<file path="src/include/mipsCfg.svh">
`ifndef MIPS_CFG_SVH
`define MIPS_CFG_SVH

// Datapath and register file sizes
`define MIPS_WORD_WIDTH     32
`define MIPS_REG_ADDR_WIDTH 5
`define MIPS_NUM_REGS       32
`define MIPS_SHAMT_WIDTH    5

// Main opcodes, instr[31:26]
`define MIPS_OP_RTYPE 6'b000000
`define MIPS_OP_LW    6'b100011
`define MIPS_OP_SW    6'b101011
`define MIPS_OP_BEQ   6'b000100
`define MIPS_OP_ADDI  6'b001000
`define MIPS_OP_J     6'b000010
`define MIPS_OP_LUI   6'b001111

// R-type funct codes, instr[5:0]
`define MIPS_FN_ADD 6'b100000
`define MIPS_FN_SUB 6'b100010
`define MIPS_FN_AND 6'b100100
`define MIPS_FN_OR  6'b100101
`define MIPS_FN_NOR 6'b100111
`define MIPS_FN_XOR 6'b100110
`define MIPS_FN_SLT 6'b101010
`define MIPS_FN_SLL 6'b000000
`define MIPS_FN_SRL 6'b000010
`define MIPS_FN_SRA 6'b000011

`endif

</file>
<file path="src/logic/mipsPkg.sv">
`default_nettype none

`include "mipsCfg.svh"

package mipsPkg;

	//------------------------------------------------------------
	// Instruction word, one word seen in three formats
	//------------------------------------------------------------
	typedef union packed {
		struct packed {
			logic [5:0]                      opcode;
			logic [`MIPS_REG_ADDR_WIDTH-1:0] rs;
			logic [`MIPS_REG_ADDR_WIDTH-1:0] rt;
			logic [`MIPS_REG_ADDR_WIDTH-1:0] rd;
			logic [`MIPS_SHAMT_WIDTH-1:0]    shamt;
			logic [5:0]                      funct;
		} rType;
		struct packed {
			logic [5:0]                      opcode;
			logic [`MIPS_REG_ADDR_WIDTH-1:0] rs;
			logic [`MIPS_REG_ADDR_WIDTH-1:0] rt;
			logic [15:0]                     imm16;
		} iType;
		struct packed {
			logic [5:0]  opcode;
			logic [25:0] target26;
		} jType;
	} instrWord_t;

	// Bit 2 set means operand B is inverted for the adder
	typedef enum logic [2:0] {
		ALU_AND = 3'b000,
		ALU_OR  = 3'b001,
		ALU_ADD = 3'b010,
		ALU_LUI = 3'b011,
		ALU_NOR = 3'b100,
		ALU_XOR = 3'b101,
		ALU_SUB = 3'b110,
		ALU_SLT = 3'b111
	} aluOp_t;

	typedef enum logic [1:0] {
		SHIFT_SLL = 2'b00,
		SHIFT_SRL = 2'b01,
		SHIFT_SRA = 2'b10
	} shiftOp_t;

	//------------------------------------------------------------
	// Control and pipeline payloads
	//------------------------------------------------------------
	typedef struct packed {
		logic     regWrite;
		logic     regDst;   // 1 selects rd, 0 selects rt
		logic     aluSrc;   // 1 selects the immediate
		logic     branch;
		logic     memWrite;
		logic     memToReg;
		logic     jump;
		aluOp_t   aluOp;
		logic     useShift; // Shifter result instead of ALU
		shiftOp_t shiftOp;
	} ctrlSig_t;

	typedef struct packed {
		ctrlSig_t                        ctrl;
		logic [`MIPS_WORD_WIDTH-1:0]     srcA;
		logic [`MIPS_WORD_WIDTH-1:0]     regB;
		logic [`MIPS_WORD_WIDTH-1:0]     signImm;
		logic [`MIPS_REG_ADDR_WIDTH-1:0] rt;
		logic [`MIPS_REG_ADDR_WIDTH-1:0] rd;
		logic [`MIPS_SHAMT_WIDTH-1:0]    shamt;
	} decExec_t;

	typedef struct packed {
		logic                            regWrite;
		logic                            memWrite;
		logic                            memToReg;
		logic [`MIPS_WORD_WIDTH-1:0]     execOut;
		logic [`MIPS_WORD_WIDTH-1:0]     writeData;
		logic [`MIPS_REG_ADDR_WIDTH-1:0] writeReg;
	} execMem_t;

endpackage

`default_nettype wire

</file>
<file path="src/logic/controlDecoder.sv">
`timescale 1ns/10ps
`default_nettype none

`include "mipsCfg.svh"

module controlDecoder (
	input  wire logic [5:0]       opcode,
	input  wire logic [5:0]       funct,
	output mipsPkg::ctrlSig_t     ctrl
);

	always_comb begin
		ctrl = '0; // Unknown codes fall through as a no-op
		case (opcode)
			`MIPS_OP_RTYPE: begin
				ctrl.regWrite = 1'b1;
				ctrl.regDst = 1'b1;
				case (funct)
					`MIPS_FN_ADD: ctrl.aluOp = mipsPkg::ALU_ADD;
					`MIPS_FN_SUB: ctrl.aluOp = mipsPkg::ALU_SUB;
					`MIPS_FN_AND: ctrl.aluOp = mipsPkg::ALU_AND;
					`MIPS_FN_OR:  ctrl.aluOp = mipsPkg::ALU_OR;
					`MIPS_FN_NOR: ctrl.aluOp = mipsPkg::ALU_NOR;
					`MIPS_FN_XOR: ctrl.aluOp = mipsPkg::ALU_XOR;
					`MIPS_FN_SLT: ctrl.aluOp = mipsPkg::ALU_SLT;
					`MIPS_FN_SLL: begin
						ctrl.useShift = 1'b1;
						ctrl.shiftOp = mipsPkg::SHIFT_SLL;
					end
					`MIPS_FN_SRL: begin
						ctrl.useShift = 1'b1;
						ctrl.shiftOp = mipsPkg::SHIFT_SRL;
					end
					`MIPS_FN_SRA: begin
						ctrl.useShift = 1'b1;
						ctrl.shiftOp = mipsPkg::SHIFT_SRA;
					end
					default: ctrl = '0;
				endcase
			end
			`MIPS_OP_LW: begin
				ctrl.regWrite = 1'b1;
				ctrl.aluSrc = 1'b1;
				ctrl.memToReg = 1'b1;
				ctrl.aluOp = mipsPkg::ALU_ADD; // Base plus offset
			end
			`MIPS_OP_SW: begin
				ctrl.aluSrc = 1'b1;
				ctrl.memWrite = 1'b1;
				ctrl.aluOp = mipsPkg::ALU_ADD;
			end
			`MIPS_OP_BEQ: ctrl.branch = 1'b1; // Resolved in decode
			`MIPS_OP_ADDI: begin
				ctrl.regWrite = 1'b1;
				ctrl.aluSrc = 1'b1;
				ctrl.aluOp = mipsPkg::ALU_ADD;
			end
			`MIPS_OP_J: ctrl.jump = 1'b1;
			`MIPS_OP_LUI: begin
				ctrl.regWrite = 1'b1;
				ctrl.aluSrc = 1'b1;
				ctrl.aluOp = mipsPkg::ALU_LUI;
			end
			default: ctrl = '0;
		endcase
	end

endmodule

`default_nettype wire

</file>
<file path="src/logic/fetchStage.sv">
`timescale 1ns/10ps
`default_nettype none

`include "mipsCfg.svh"

module fetchStage (
	input  wire logic                         clk,
	input  wire logic                         reset,
	input  wire logic                         branchTaken,
	input  wire logic                         jumpTaken,
	input  wire logic [`MIPS_WORD_WIDTH-1:0]  branchTarget,
	input  wire logic [`MIPS_WORD_WIDTH-1:0]  jumpTarget,
	input  wire mipsPkg::instrWord_t          instr,
	output logic [`MIPS_WORD_WIDTH-1:0]       pc,
	output mipsPkg::instrWord_t               instrD,
	output logic [`MIPS_WORD_WIDTH-1:0]       pcPlus4D
);

	logic [`MIPS_WORD_WIDTH-1:0] pcPlus4;
	logic [`MIPS_WORD_WIDTH-1:0] pcNext;

	assign pcPlus4 = pc + `MIPS_WORD_WIDTH'd4;

	// Jump wins over branch, both come from the decode stage
	assign pcNext = jumpTaken ? jumpTarget :
		branchTaken ? branchTarget : pcPlus4;

	always_ff @(posedge clk or posedge reset) begin
		if (reset) begin
			pc <= '0;
			instrD <= '0; // All-zero word is SLL r0, a no-op
			pcPlus4D <= '0;
		end else begin
			pc <= pcNext;
			instrD <= instr;
			pcPlus4D <= pcPlus4;
		end
	end

endmodule

`default_nettype wire

</file>
<file path="src/logic/decodeStage.sv">
`timescale 1ns/10ps
`default_nettype none

`include "mipsCfg.svh"

module decodeStage (
	input  wire logic                            clk,
	input  wire logic                            reset,
	input  wire mipsPkg::instrWord_t             instrD,
	input  wire logic [`MIPS_WORD_WIDTH-1:0]     pcPlus4D,
	input  wire mipsPkg::ctrlSig_t               ctrl,
	input  wire logic                            wbRegWrite,
	input  wire logic [`MIPS_REG_ADDR_WIDTH-1:0] wbReg,
	input  wire logic [`MIPS_WORD_WIDTH-1:0]     wbResult,
	input  wire logic [`MIPS_REG_ADDR_WIDTH-1:0] dispSel,
	output logic [`MIPS_WORD_WIDTH-1:0]          dispData,
	output logic                                 branchTaken,
	output logic [`MIPS_WORD_WIDTH-1:0]          branchTarget,
	output logic [`MIPS_WORD_WIDTH-1:0]          jumpTarget,
	output logic                                 jumpTaken,
	output mipsPkg::decExec_t                    decExec
);

	logic [`MIPS_WORD_WIDTH-1:0] regFile [0:`MIPS_NUM_REGS-1];
	logic [`MIPS_WORD_WIDTH-1:0] rdA;
	logic [`MIPS_WORD_WIDTH-1:0] rdB;
	logic [`MIPS_WORD_WIDTH-1:0] signImm;
	mipsPkg::decExec_t           decExecNext;

	//------------------------------------------------------------
	// Register file, one write port and three read ports
	//------------------------------------------------------------
	always_ff @(posedge clk) begin
		if (wbRegWrite)
			regFile[wbReg] <= wbResult;
	end

	// Register 0 is hardwired on every read port
	assign rdA = (instrD.rType.rs != '0) ? regFile[instrD.rType.rs] : '0;
	assign rdB = (instrD.rType.rt != '0) ? regFile[instrD.rType.rt] : '0;
	assign dispData = (dispSel != '0) ? regFile[dispSel] : '0; // Debug view

	//------------------------------------------------------------
	// Immediate and control-flow targets
	//------------------------------------------------------------
	assign signImm = {{(`MIPS_WORD_WIDTH-16){instrD.iType.imm16[15]}}, instrD.iType.imm16};

	assign branchTaken = ctrl.branch && (rdA == rdB);
	assign branchTarget = pcPlus4D + {signImm[`MIPS_WORD_WIDTH-3:0], 2'b00};
	assign jumpTaken = ctrl.jump;
	assign jumpTarget = {pcPlus4D[`MIPS_WORD_WIDTH-1:28], instrD.jType.target26, 2'b00};

	always_comb begin
		decExecNext.ctrl = ctrl;
		decExecNext.srcA = rdA;
		decExecNext.regB = rdB;
		decExecNext.signImm = signImm;
		decExecNext.rt = instrD.rType.rt;
		decExecNext.rd = instrD.rType.rd;
		decExecNext.shamt = instrD.rType.shamt;
	end

	always_ff @(posedge clk or posedge reset) begin
		if (reset)
			decExec <= '0; // Empty control, nothing written
		else
			decExec <= decExecNext;
	end

endmodule

`default_nettype wire

</file>
<file path="src/logic/executeStage.sv">
`timescale 1ns/10ps
`default_nettype none

`include "mipsCfg.svh"

module executeStage (
	input  wire logic                clk,
	input  wire logic                reset,
	input  wire mipsPkg::decExec_t   decExec,
	output mipsPkg::execMem_t        execMem
);

	logic [`MIPS_WORD_WIDTH-1:0] srcB;
	logic [`MIPS_WORD_WIDTH-1:0] srcBAdd;
	logic [`MIPS_WORD_WIDTH-1:0] sum;
	logic [`MIPS_WORD_WIDTH-1:0] aluOut;
	logic [`MIPS_WORD_WIDTH-1:0] shiftOut;
	mipsPkg::execMem_t           execMemNext;

	assign srcB = decExec.ctrl.aluSrc ? decExec.signImm : decExec.regB;

	//------------------------------------------------------------
	// ALU
	//------------------------------------------------------------
	assign srcBAdd = decExec.ctrl.aluOp[2] ? ~srcB : srcB; // Subtract via invert plus one
	assign sum = decExec.srcA + srcBAdd + {{(`MIPS_WORD_WIDTH-1){1'b0}}, decExec.ctrl.aluOp[2]};

	always_comb begin
		case (decExec.ctrl.aluOp)
			mipsPkg::ALU_AND: aluOut = decExec.srcA & srcB;
			mipsPkg::ALU_OR:  aluOut = decExec.srcA | srcB;
			mipsPkg::ALU_ADD: aluOut = sum;
			mipsPkg::ALU_LUI: aluOut = {srcB[15:0], 16'h0000};
			mipsPkg::ALU_NOR: aluOut = ~(decExec.srcA | srcB);
			mipsPkg::ALU_XOR: aluOut = decExec.srcA ^ srcB;
			mipsPkg::ALU_SUB: aluOut = sum;
			mipsPkg::ALU_SLT: aluOut = {{(`MIPS_WORD_WIDTH-1){1'b0}},
				$signed(decExec.srcA) < $signed(srcB)};
			default:          aluOut = '0;
		endcase
	end

	// Immediate shifts only, amount comes from the shamt field
	always_comb begin
		case (decExec.ctrl.shiftOp)
			mipsPkg::SHIFT_SLL: shiftOut = decExec.regB << decExec.shamt;
			mipsPkg::SHIFT_SRL: shiftOut = decExec.regB >> decExec.shamt;
			mipsPkg::SHIFT_SRA: shiftOut = $signed(decExec.regB) >>> decExec.shamt;
			default:            shiftOut = '0;
		endcase
	end

	always_comb begin
		execMemNext.regWrite = decExec.ctrl.regWrite;
		execMemNext.memWrite = decExec.ctrl.memWrite;
		execMemNext.memToReg = decExec.ctrl.memToReg;
		execMemNext.execOut = decExec.ctrl.useShift ? shiftOut : aluOut;
		execMemNext.writeData = decExec.regB; // Store data for SW
		execMemNext.writeReg = decExec.ctrl.regDst ? decExec.rd : decExec.rt;
	end

	always_ff @(posedge clk or posedge reset) begin
		if (reset)
			execMem <= '0;
		else
			execMem <= execMemNext;
	end

endmodule

`default_nettype wire

</file>
<file path="src/logic/writebackStage.sv">
`timescale 1ns/10ps
`default_nettype none

`include "mipsCfg.svh"

module writebackStage (
	input  wire logic                            clk,
	input  wire logic                            reset,
	input  wire mipsPkg::execMem_t               execMem,
	input  wire logic [`MIPS_WORD_WIDTH-1:0]     memReadData,
	output logic                                 wbRegWrite,
	output logic [`MIPS_REG_ADDR_WIDTH-1:0]      wbReg,
	output logic [`MIPS_WORD_WIDTH-1:0]          wbResult
);

	logic                        memToRegW;
	logic [`MIPS_WORD_WIDTH-1:0] execOutW;
	logic [`MIPS_WORD_WIDTH-1:0] readDataW;

	always_ff @(posedge clk or posedge reset) begin
		if (reset) begin
			wbRegWrite <= 1'b0;
			memToRegW <= 1'b0;
		end else begin
			wbRegWrite <= execMem.regWrite;
			memToRegW <= execMem.memToReg;
		end
	end

	// Data side of the memory/writeback register
	always_ff @(posedge clk) begin
		wbReg <= execMem.writeReg;
		execOutW <= execMem.execOut;
		readDataW <= memReadData;
	end

	assign wbResult = memToRegW ? readDataW : execOutW; // Load or ALU result

endmodule

`default_nettype wire

</file>
<file path="src/logic/mipsCore.sv">
`timescale 1ns/10ps
`default_nettype none

`include "mipsCfg.svh"

module mipsCore (
	input  wire logic                            clk,
	input  wire logic                            reset,
	output logic [`MIPS_WORD_WIDTH-1:0]          pc,
	input  wire logic [`MIPS_WORD_WIDTH-1:0]     instr,
	output logic                                 memWrite,
	output logic [`MIPS_WORD_WIDTH-1:0]          memAddr,
	output logic [`MIPS_WORD_WIDTH-1:0]          memWriteData,
	input  wire logic [`MIPS_WORD_WIDTH-1:0]     memReadData,
	input  wire logic [`MIPS_REG_ADDR_WIDTH-1:0] dispSel,
	output logic [`MIPS_WORD_WIDTH-1:0]          dispData
);

	mipsPkg::instrWord_t             instrD;
	mipsPkg::ctrlSig_t               ctrl;
	mipsPkg::decExec_t               decExec;
	mipsPkg::execMem_t               execMem;
	logic [`MIPS_WORD_WIDTH-1:0]     pcPlus4D;
	logic                            branchTaken;
	logic                            jumpTaken;
	logic [`MIPS_WORD_WIDTH-1:0]     branchTarget;
	logic [`MIPS_WORD_WIDTH-1:0]     jumpTarget;
	logic                            wbRegWrite;
	logic [`MIPS_REG_ADDR_WIDTH-1:0] wbReg;
	logic [`MIPS_WORD_WIDTH-1:0]     wbResult;

	controlDecoder controlDecoder_inst (
		.opcode(instrD.rType.opcode),
		.funct(instrD.rType.funct),
		.ctrl(ctrl)
	);

	fetchStage fetchStage_inst (
		.clk(clk),
		.reset(reset),
		.branchTaken(branchTaken),
		.jumpTaken(jumpTaken),
		.branchTarget(branchTarget),
		.jumpTarget(jumpTarget),
		.instr(instr),
		.pc(pc),
		.instrD(instrD),
		.pcPlus4D(pcPlus4D)
	);

	decodeStage decodeStage_inst (
		.clk(clk),
		.reset(reset),
		.instrD(instrD),
		.pcPlus4D(pcPlus4D),
		.ctrl(ctrl),
		.wbRegWrite(wbRegWrite),
		.wbReg(wbReg),
		.wbResult(wbResult),
		.dispSel(dispSel),
		.dispData(dispData),
		.branchTaken(branchTaken),
		.branchTarget(branchTarget),
		.jumpTarget(jumpTarget),
		.jumpTaken(jumpTaken),
		.decExec(decExec)
	);

	executeStage executeStage_inst (
		.clk(clk),
		.reset(reset),
		.decExec(decExec),
		.execMem(execMem)
	);

	// Memory stage is just the data RAM port
	assign memWrite = execMem.memWrite;
	assign memAddr = execMem.execOut;
	assign memWriteData = execMem.writeData;

	writebackStage writebackStage_inst (
		.clk(clk),
		.reset(reset),
		.execMem(execMem),
		.memReadData(memReadData),
		.wbRegWrite(wbRegWrite),
		.wbReg(wbReg),
		.wbResult(wbResult)
	);

endmodule

`default_nettype wire

</file>
<file path="config.mk">
export PLATFORM = sky130hd
export DESIGN_NAME = mipsCore
export DESIGN_NICKNAME = d
export VERILOG_FILES = /design/src/logic/mipsPkg.sv /design/src/logic/controlDecoder.sv /design/src/logic/fetchStage.sv /design/src/logic/decodeStage.sv /design/src/logic/executeStage.sv /design/src/logic/writebackStage.sv /design/src/logic/mipsCore.sv
export VERILOG_INCLUDE_DIRS = /design/src /design/src/include
export SDC_FILE = /design/constraint.sdc
export NUM_CORES = 2
export LEC_CHECK = 0
export BUFFER_PORTS_ARGS = -buffer_cell sky130_fd_sc_hd__buf_2
export CORE_MARGIN = 5
export CORE_UTILIZATION = 55
export CTS_BUF_LIST = sky130_fd_sc_hd__clkbuf_8
export CTS_CLUSTER_SIZE = 10
export DETAILED_ROUTE_END_ITERATION = 7
export PLACE_DENSITY = 0.85
export SETUP_SLACK_MARGIN = 0.5
export SYNTH_ARGS = -nofsm -noshare
export SYNTH_HDL_FRONTEND = slang
export SYNTH_SLANG_ARGS = --single-unit
</file>
<file path="constraint.sdc">
create_clock -name clk -period 8.1 [get_ports clk]
set_clock_uncertainty 0.1 [all_clocks]
set_input_delay 0.81 -clock clk [delete_from_list [all_inputs] [get_ports clk]]
set_output_delay 0.81 -clock clk [all_outputs]
set_load 0.01 [all_outputs]
</file>
== Yosys cells after proc, flatten, opt, wreduce, memory -nomap -nowiden ==
Memories as Yosys holds them, arrays and structs flattened.
Index checks and enable logic that the tools add are counted.
Storage, ports and cells
  register bits: 345
  bits in writable memories: 1024
  input bits: 71
  output and inout port bits: 129
  word-level logic and storage cells: 106
  memories: 1
Memory list
  decodeStage_inst.regFile: words 32, bits a word 32, read ports 3, clocked after Yosys merged registers in 0, wr ports 1, RTL line decodeStage.sv:24  | logic [`MIPS_WORD_WIDTH-1:0] regFile [0:`MIPS_NUM_REGS-1];
Operators by class
  $add $sub $neg: 4
  $lt $le $gt $ge: 1
  equality and inequality tests: 25
  shift-type cells: 3
  muxes and demuxes: 26
  bitwise logic cells: 5
  reduce and logical (&&, ||, !) cells: 13
Operator list (number)
  2-to-1 mux 32 bit: 9
  case mux 32 bit (7 select lines): 1
  case mux 32 bit (3 select lines): 1
  adder 32 bit: 2
  NOT 32 bit: 2
  equality test 6 bit, second input constant: 9
  adder 32 x 1 -> 32 bit: 1
  adder 32 x 3 -> 32 bit, second input constant: 1
  bitwise AND 32 bit: 1
  equality test 32 bit: 1
  less-than comparator 32 bit: 1
  bitwise OR 32 bit: 1
  << shifter 32 x 5 -> 32 bit: 1
  >> shifter 32 x 5 -> 32 bit: 1
  >>> shifter 32 x 5 -> 32 bit: 1
  bitwise XOR 32 bit: 1
  equality test 6 x 2 -> 1 bit, second input constant: 3
  case mux 3 bit (3 select lines): 2
  case mux 3 bit (6 select lines): 1
  nonzero test 5 bit: 3
  equality test 3 bit, second input constant: 4
  equality test 6 x 4 -> 1 bit, second input constant: 2
  logical NOT 6 bit: 2
  case mux 1 bit (2 select lines): 6
  16 further kinds: 20

== Logic depth before layout (Yosys ltp) ==
  word-level depth: 7
  depth in mapped cells: 17

== Modules after synthesis ==
Synthesis repeated with hierarchy kept, for this count alone.
Unflattened totals
  cells, all modules: 5004
  area total of the unflattened synthesis: 77023.9 um^2
By module, submodules not included
  decodeStage: times used 1, cells an instance 3177, area an instance 59881.2 um^2, seq. area each 33201.8 um^2
  executeStage: times used 1, cells an instance 1367, area an instance 11074.4 um^2, seq. area each 1801.7 um^2
  fetchStage: times used 1, cells an instance 308, area an instance 3804.9 um^2, seq. area each 2402.3 um^2
  writebackStage: times used 1, cells an instance 108, area an instance 1979.4 um^2, seq. area each 1431.4 um^2
  controlDecoder: times used 1, cells an instance 44, area an instance 284.0 um^2, seq. area each 0.0 um^2

== Least setup slack after synthesis ==
No wires, ideal clock.
  kind: register -> register
  from: reg decodeStage_inst.decExec[21] (netlist name)
  to: reg executeStage_inst.execMem[66] (netlist name)
  setup time: 0.116 ns
  data arrival time: 4.235 ns
  required time: 7.884 ns
  slack: 3.649 ns
  stages on the path, launching flop included: 18
  path buffers: 4
  period minus slack after synthesis: 4.451 ns
  path through: dfrtp_1 -> clkbuf_1 -> buf_1 -> clkbuf_1 -> buf_1 -> mux2i_1 -> xnor2_1 -> ha_1 -> nand3_1 -> a211oi_1 -> o41a_1 -> nor3_1 -> o41ai_1 -> a21oi_1 -> o31a_1 -> o21bai_1 -> a211oi_1 -> o311ai_0

== Final worst setup path ==
  from: reg fetchStage_inst.instrD[25] (netlist bit)
  to: reg fetchStage_inst.pc[16]
Between the ends
  cells in the longest elaborated chain, start to end: 6
RTL lines
  start: declaration: RTL line fetchStage.sv:15  | output mipsPkg::instrWord_t instrD,
  start signal: assignment: RTL line fetchStage.sv:35  | instrD <= instr;
  memory (32 x 32 bit) / nonzero test 5 bit (equally long branches)
  2-to-1 mux 32 bit *: RTL line decodeStage.sv:39  | assign rdA = (instrD.rType.rs != '0) ? regFile[instrD.rType.rs] : '0;
  equality test 32 bit *: RTL line decodeStage.sv:48  | assign branchTaken = ctrl.branch && (rdA == rdB);
  logical AND 1 bit *: RTL line decodeStage.sv:48
  2-to-1 mux 32 bit *: RTL line fetchStage.sv:26  | branchTaken ? branchTarget : pcPlus4;
  2-to-1 mux 32 bit *: RTL line fetchStage.sv:25  | assign pcNext = jumpTaken ? jumpTarget :
  net fetchStage_inst.pcNext[16]: RTL line fetchStage.sv:20  | logic [`MIPS_WORD_WIDTH-1:0] pcNext;
  end signal: assignment: RTL line fetchStage.sv:34  | pc <= pcNext;
  end: declaration: RTL line fetchStage.sv:14  | output logic [`MIPS_WORD_WIDTH-1:0] pc,
Mark *: on every way through the listed nets, which the timed path passes. The rest lies on a longest branch.

==> flow_summary.yaml <==
run_status:
  status: "complete, but fails checks"
  violations: "capacitance limit, slew limit"
worst_setup_path:
  reg2reg_slack_ps: 330
  reg2reg_to: "fetchStage_inst.pc[16]"
  cp.arrival_ps: 8470
  cpLargestDelayFamily: "simple AND/OR/NAND/NOR gates"
  cp-start-kind: "register"
  crit_slowest_cell: "nor4_1"
  worst-path-buf-inv: 3
  critPathRequiredTime_ps: 8800
  worst-r2r-cell-count: 13
  crit_type: "register to register"
  critPathCaptureType: "register"
  r2r-start: "fetchStage_inst.instrD[25]"
  cp_common_cell: "buf_4"
  crit_fanout: 39
  cp_cell_sequence: "nor2_1, buf_4, nor4b_4, buf_4, nor2_1, a22oi_1, xnor2_1, nand4_1, nor4_1, nand4_1, buf_4, and2_1, a221o_1"
  cp_slowest_stage_delay_ps: 1270
layout:
  final_common_cell: "edfxtp_1"
  mostFrequentLayoutCells: "edfxtp_1 (1024), mux4_2 (875), nor2_1 (278), dfrtp_1 (252), clkbuf_8 (239)"
  finalNetCount: 5258
  instances_no_fill: 7019
  syn_to_final_growth_pct: 9.920
  drive_above_1_share: 0.3099
  stdcell_area_um2: 83040
power_and_ir_drop:
  p_per_area_nw_per_um2: 210.5
  report.power.total_mw: 17.48
  power_leakage_nw: 29.77
  vdd_drop_max_mv: 0.1940
routing:
  avgViaCountPerCell: 7.661
  ant_nets: 0
  top_layer_used: "met5"
  wl_met2_um: 113600
  wl_met1_um: 80150
  first_iter_violations: 9550
  drt-wirelength-per-cell_um: 38.25
  via_count: 53776
  routed_wl_um: 268500
  wl_met3_um: 49350
  drt_first_pass_iters: 8
  drc_errors: 0
timing:
  hold_violations: 0
  max_freq_mhz: 128.6
  slew_viol_final: 3
  fin_tns_setup_ps: 0
  period_share: 0.9597
  rsz0062_at_grt: "no"
  period_needed_ps: 7774
  worstMarginPinSlew_ps: 1643
  final-setup-viol-count: 0
  slew_headroom: -0.1052
floorplan:
  die_area_um2: 144900
  ios: 200
  chipWidth_um: 380.6
  initial_core_util: 0.5515
  row_count: 136
  die_y_um: 380.6
  core-area_um2: 137000
worst_hold_path:
  min_delay_worst_endpoint: "executeStage_inst.execMem[71]"
  min_path_type: "register to register"
  min_delay_path_depth: 0
  worstHoldStart: "decodeStage_inst.decExec[123]"
logic_synthesis:
  yosysTopAreaCell: "edfxtp_1"
  synthArstFlopShare: 0.1957
  avgSynthCellArea_um2: 15.54
  synth_edf_count: 1024
  synth_top_area_share: 0.4070
  synth_fp_nets: 5090
  ys_types: 76
  postSynthCellCount: 4861
  ys_seq_area_frac: 0.5134
  synth_ff_type: "edfxtp_1"
  ys_warn_count: 0
  synth_top_cells_by_area: "edfxtp_1 (41%), mux4_2 (26%), dfrtp_1 (8.8%), ha_1 (2.6%), mux2i_1 (2.5%)"
  synth-seq-cells: 1359
  synth.cell_area_um2: 75550
global_routing:
  grt_pass1_wl_um: 381000
  gr-usage-all-layers: 0.3651
  grt_pass1_vias: 53782
  grt_max_degree: 143
  grt_overflow: 0
  antenna_found_initial: 15
clocking:
  post-cts-setup-buffer-count: 0
  cts_buffer_depth: 3
  cts_root_buf: "clkbuf_8"
  holdBufCountCts: 65
  clkTransAtPathRegs_ps: 70
  htreeDepth: 4
  cts_resized: 0
  cts.sinks: 1359
  cts_inserted_buffers: 213
  cts_tree: "yes"
  insertion_delay_ps: 1020
run:
  cap_violations: 1
placed_design:
  hpwl_um: 165900
  gp_congestion: 0.9929
  post_dp_cell_area_um2: 78100
  placement.io_buffers: 199
  dp.cells: 6543
## cell usage after synthesis (13+ instances only)
library cell	instances
mux2_2	50
buf_1	65
edfxtp_1	1024
a21oi_1	175
xor2_1	36
nand3_1	41
a21o_1	32
o211ai_1	23
dfxtp_1	69
clkbuf_1	202
nand2_1	109
a221o_1	14
o21a_1	13
inv_1	125
a211o_1	63
mux4_2	875
nor2_1	314
o21ai_0	157
o32ai_1	13
ha_1	156
or3_1	18
nor3_1	37
o21bai_1	13
nand2b_1	32
nand4_1	14
and2_1	23
a211oi_1	31
o22ai_1	64
buf_4	106
xnor2_1	102
a22oi_1	124
a31oi_1	58
mux2i_1	185
nor2b_1	32
buf_2	62
dfrtp_1	266
## through the flow
step             util  setup WS [ps]  hold WS (ps)
6_report       0.6062          326.2         232.6
5_1_grt        0.6060          725.7         247.1
4_1_cts        0.6060           1438         246.6
3_5_place_dp   0.5701           1445         231.3
3_3_place_gp   0.5701           1659         227.4
2_1_floorplan       -           3649         224.2
## registers in the layout (all words and copies together), names as in the netlist, 32 cells and up
register / cells
decodeStage_inst.decExec: 96
decodeStage_inst.regFile: 1024
executeStage_inst.execMem: 72
fetchStage_inst.instrD: 32
fetchStage_inst.pc: 32
fetchStage_inst.pcPlus4D: 32
writebackStage_inst.execOutW: 32
writebackStage_inst.readDataW: 32
## power breakdown
part | internal, mW | switching, mW
sequential | 7.95 | 0.362
combinational | 1.27 | 2.03
clock | 2.96 | 2.91
## kinds of logic after synthesis
family / count (synthesis) / synth area share
flip-flops: 1359 / 0.5134
AO/OA/AOI/OAI: 845 / 0.07388
AND/OR/NAND/NOR: 683 / 0.04265
multiplexers: 1110 / 0.2928
buffers and inverters: 568 / 0.03491
adder cells (fa/ha/maj): 158 / 0.02637
XOR/XNOR: 138 / 0.01600
## area by class of cell
type / instances / area, um^2
inverters: 129 / 488.0
fillers: 9490 / 53940
repair buffers: 392 / 2761
well taps: 1794 / 2245
flip-flops and latches: 1359 / 38820
clock buffers: 239 / 3289
multi-input cells: 2934 / 34430
diodes: 13 / 32.53
clock inverters: 159 / 975.9
## per-layer routing
layer / vias to the layer above / track usage
met4: 18 / 0.2531
met5: - / 0.005291
met3: 1584 / 0.1699
li1: 20205 / -
met2: 5646 / 0.5211
met1: 26323 / 0.4419
## worst reg2reg max path, stage by stage, from the launching register on
cell and delay [ps]:
dfrtp_2 690, nor2_1 240, buf_4 270, nor4b_4 760
buf_4 640, nor2_1 350, a22oi_1 390, xnor2_1 240
nand4_1 200, nor4_1 1270, nand4_1 830, buf_4 530
and2_1 610, a221o_1 450
## worst max-delay path by stage
stage                                 startpoint                            end  slack [ps]  cells after the start
floorplan           decodeStage_inst.decExec[21]  executeStage_inst.execMem[66]        3650                     17
global placement      fetchStage_inst.instrD[21]          fetchStage_inst.pc[5]        1660                     11
detailed placement    fetchStage_inst.instrD[21]         fetchStage_inst.pc[14]        1450                     11
CTS                   fetchStage_inst.instrD[21]         fetchStage_inst.pc[16]        1440                     11
global route          fetchStage_inst.instrD[21]         fetchStage_inst.pc[16]         730                     11
finish                fetchStage_inst.instrD[25]         fetchStage_inst.pc[16]         330                     13
(Power assumes the default switching activity.)
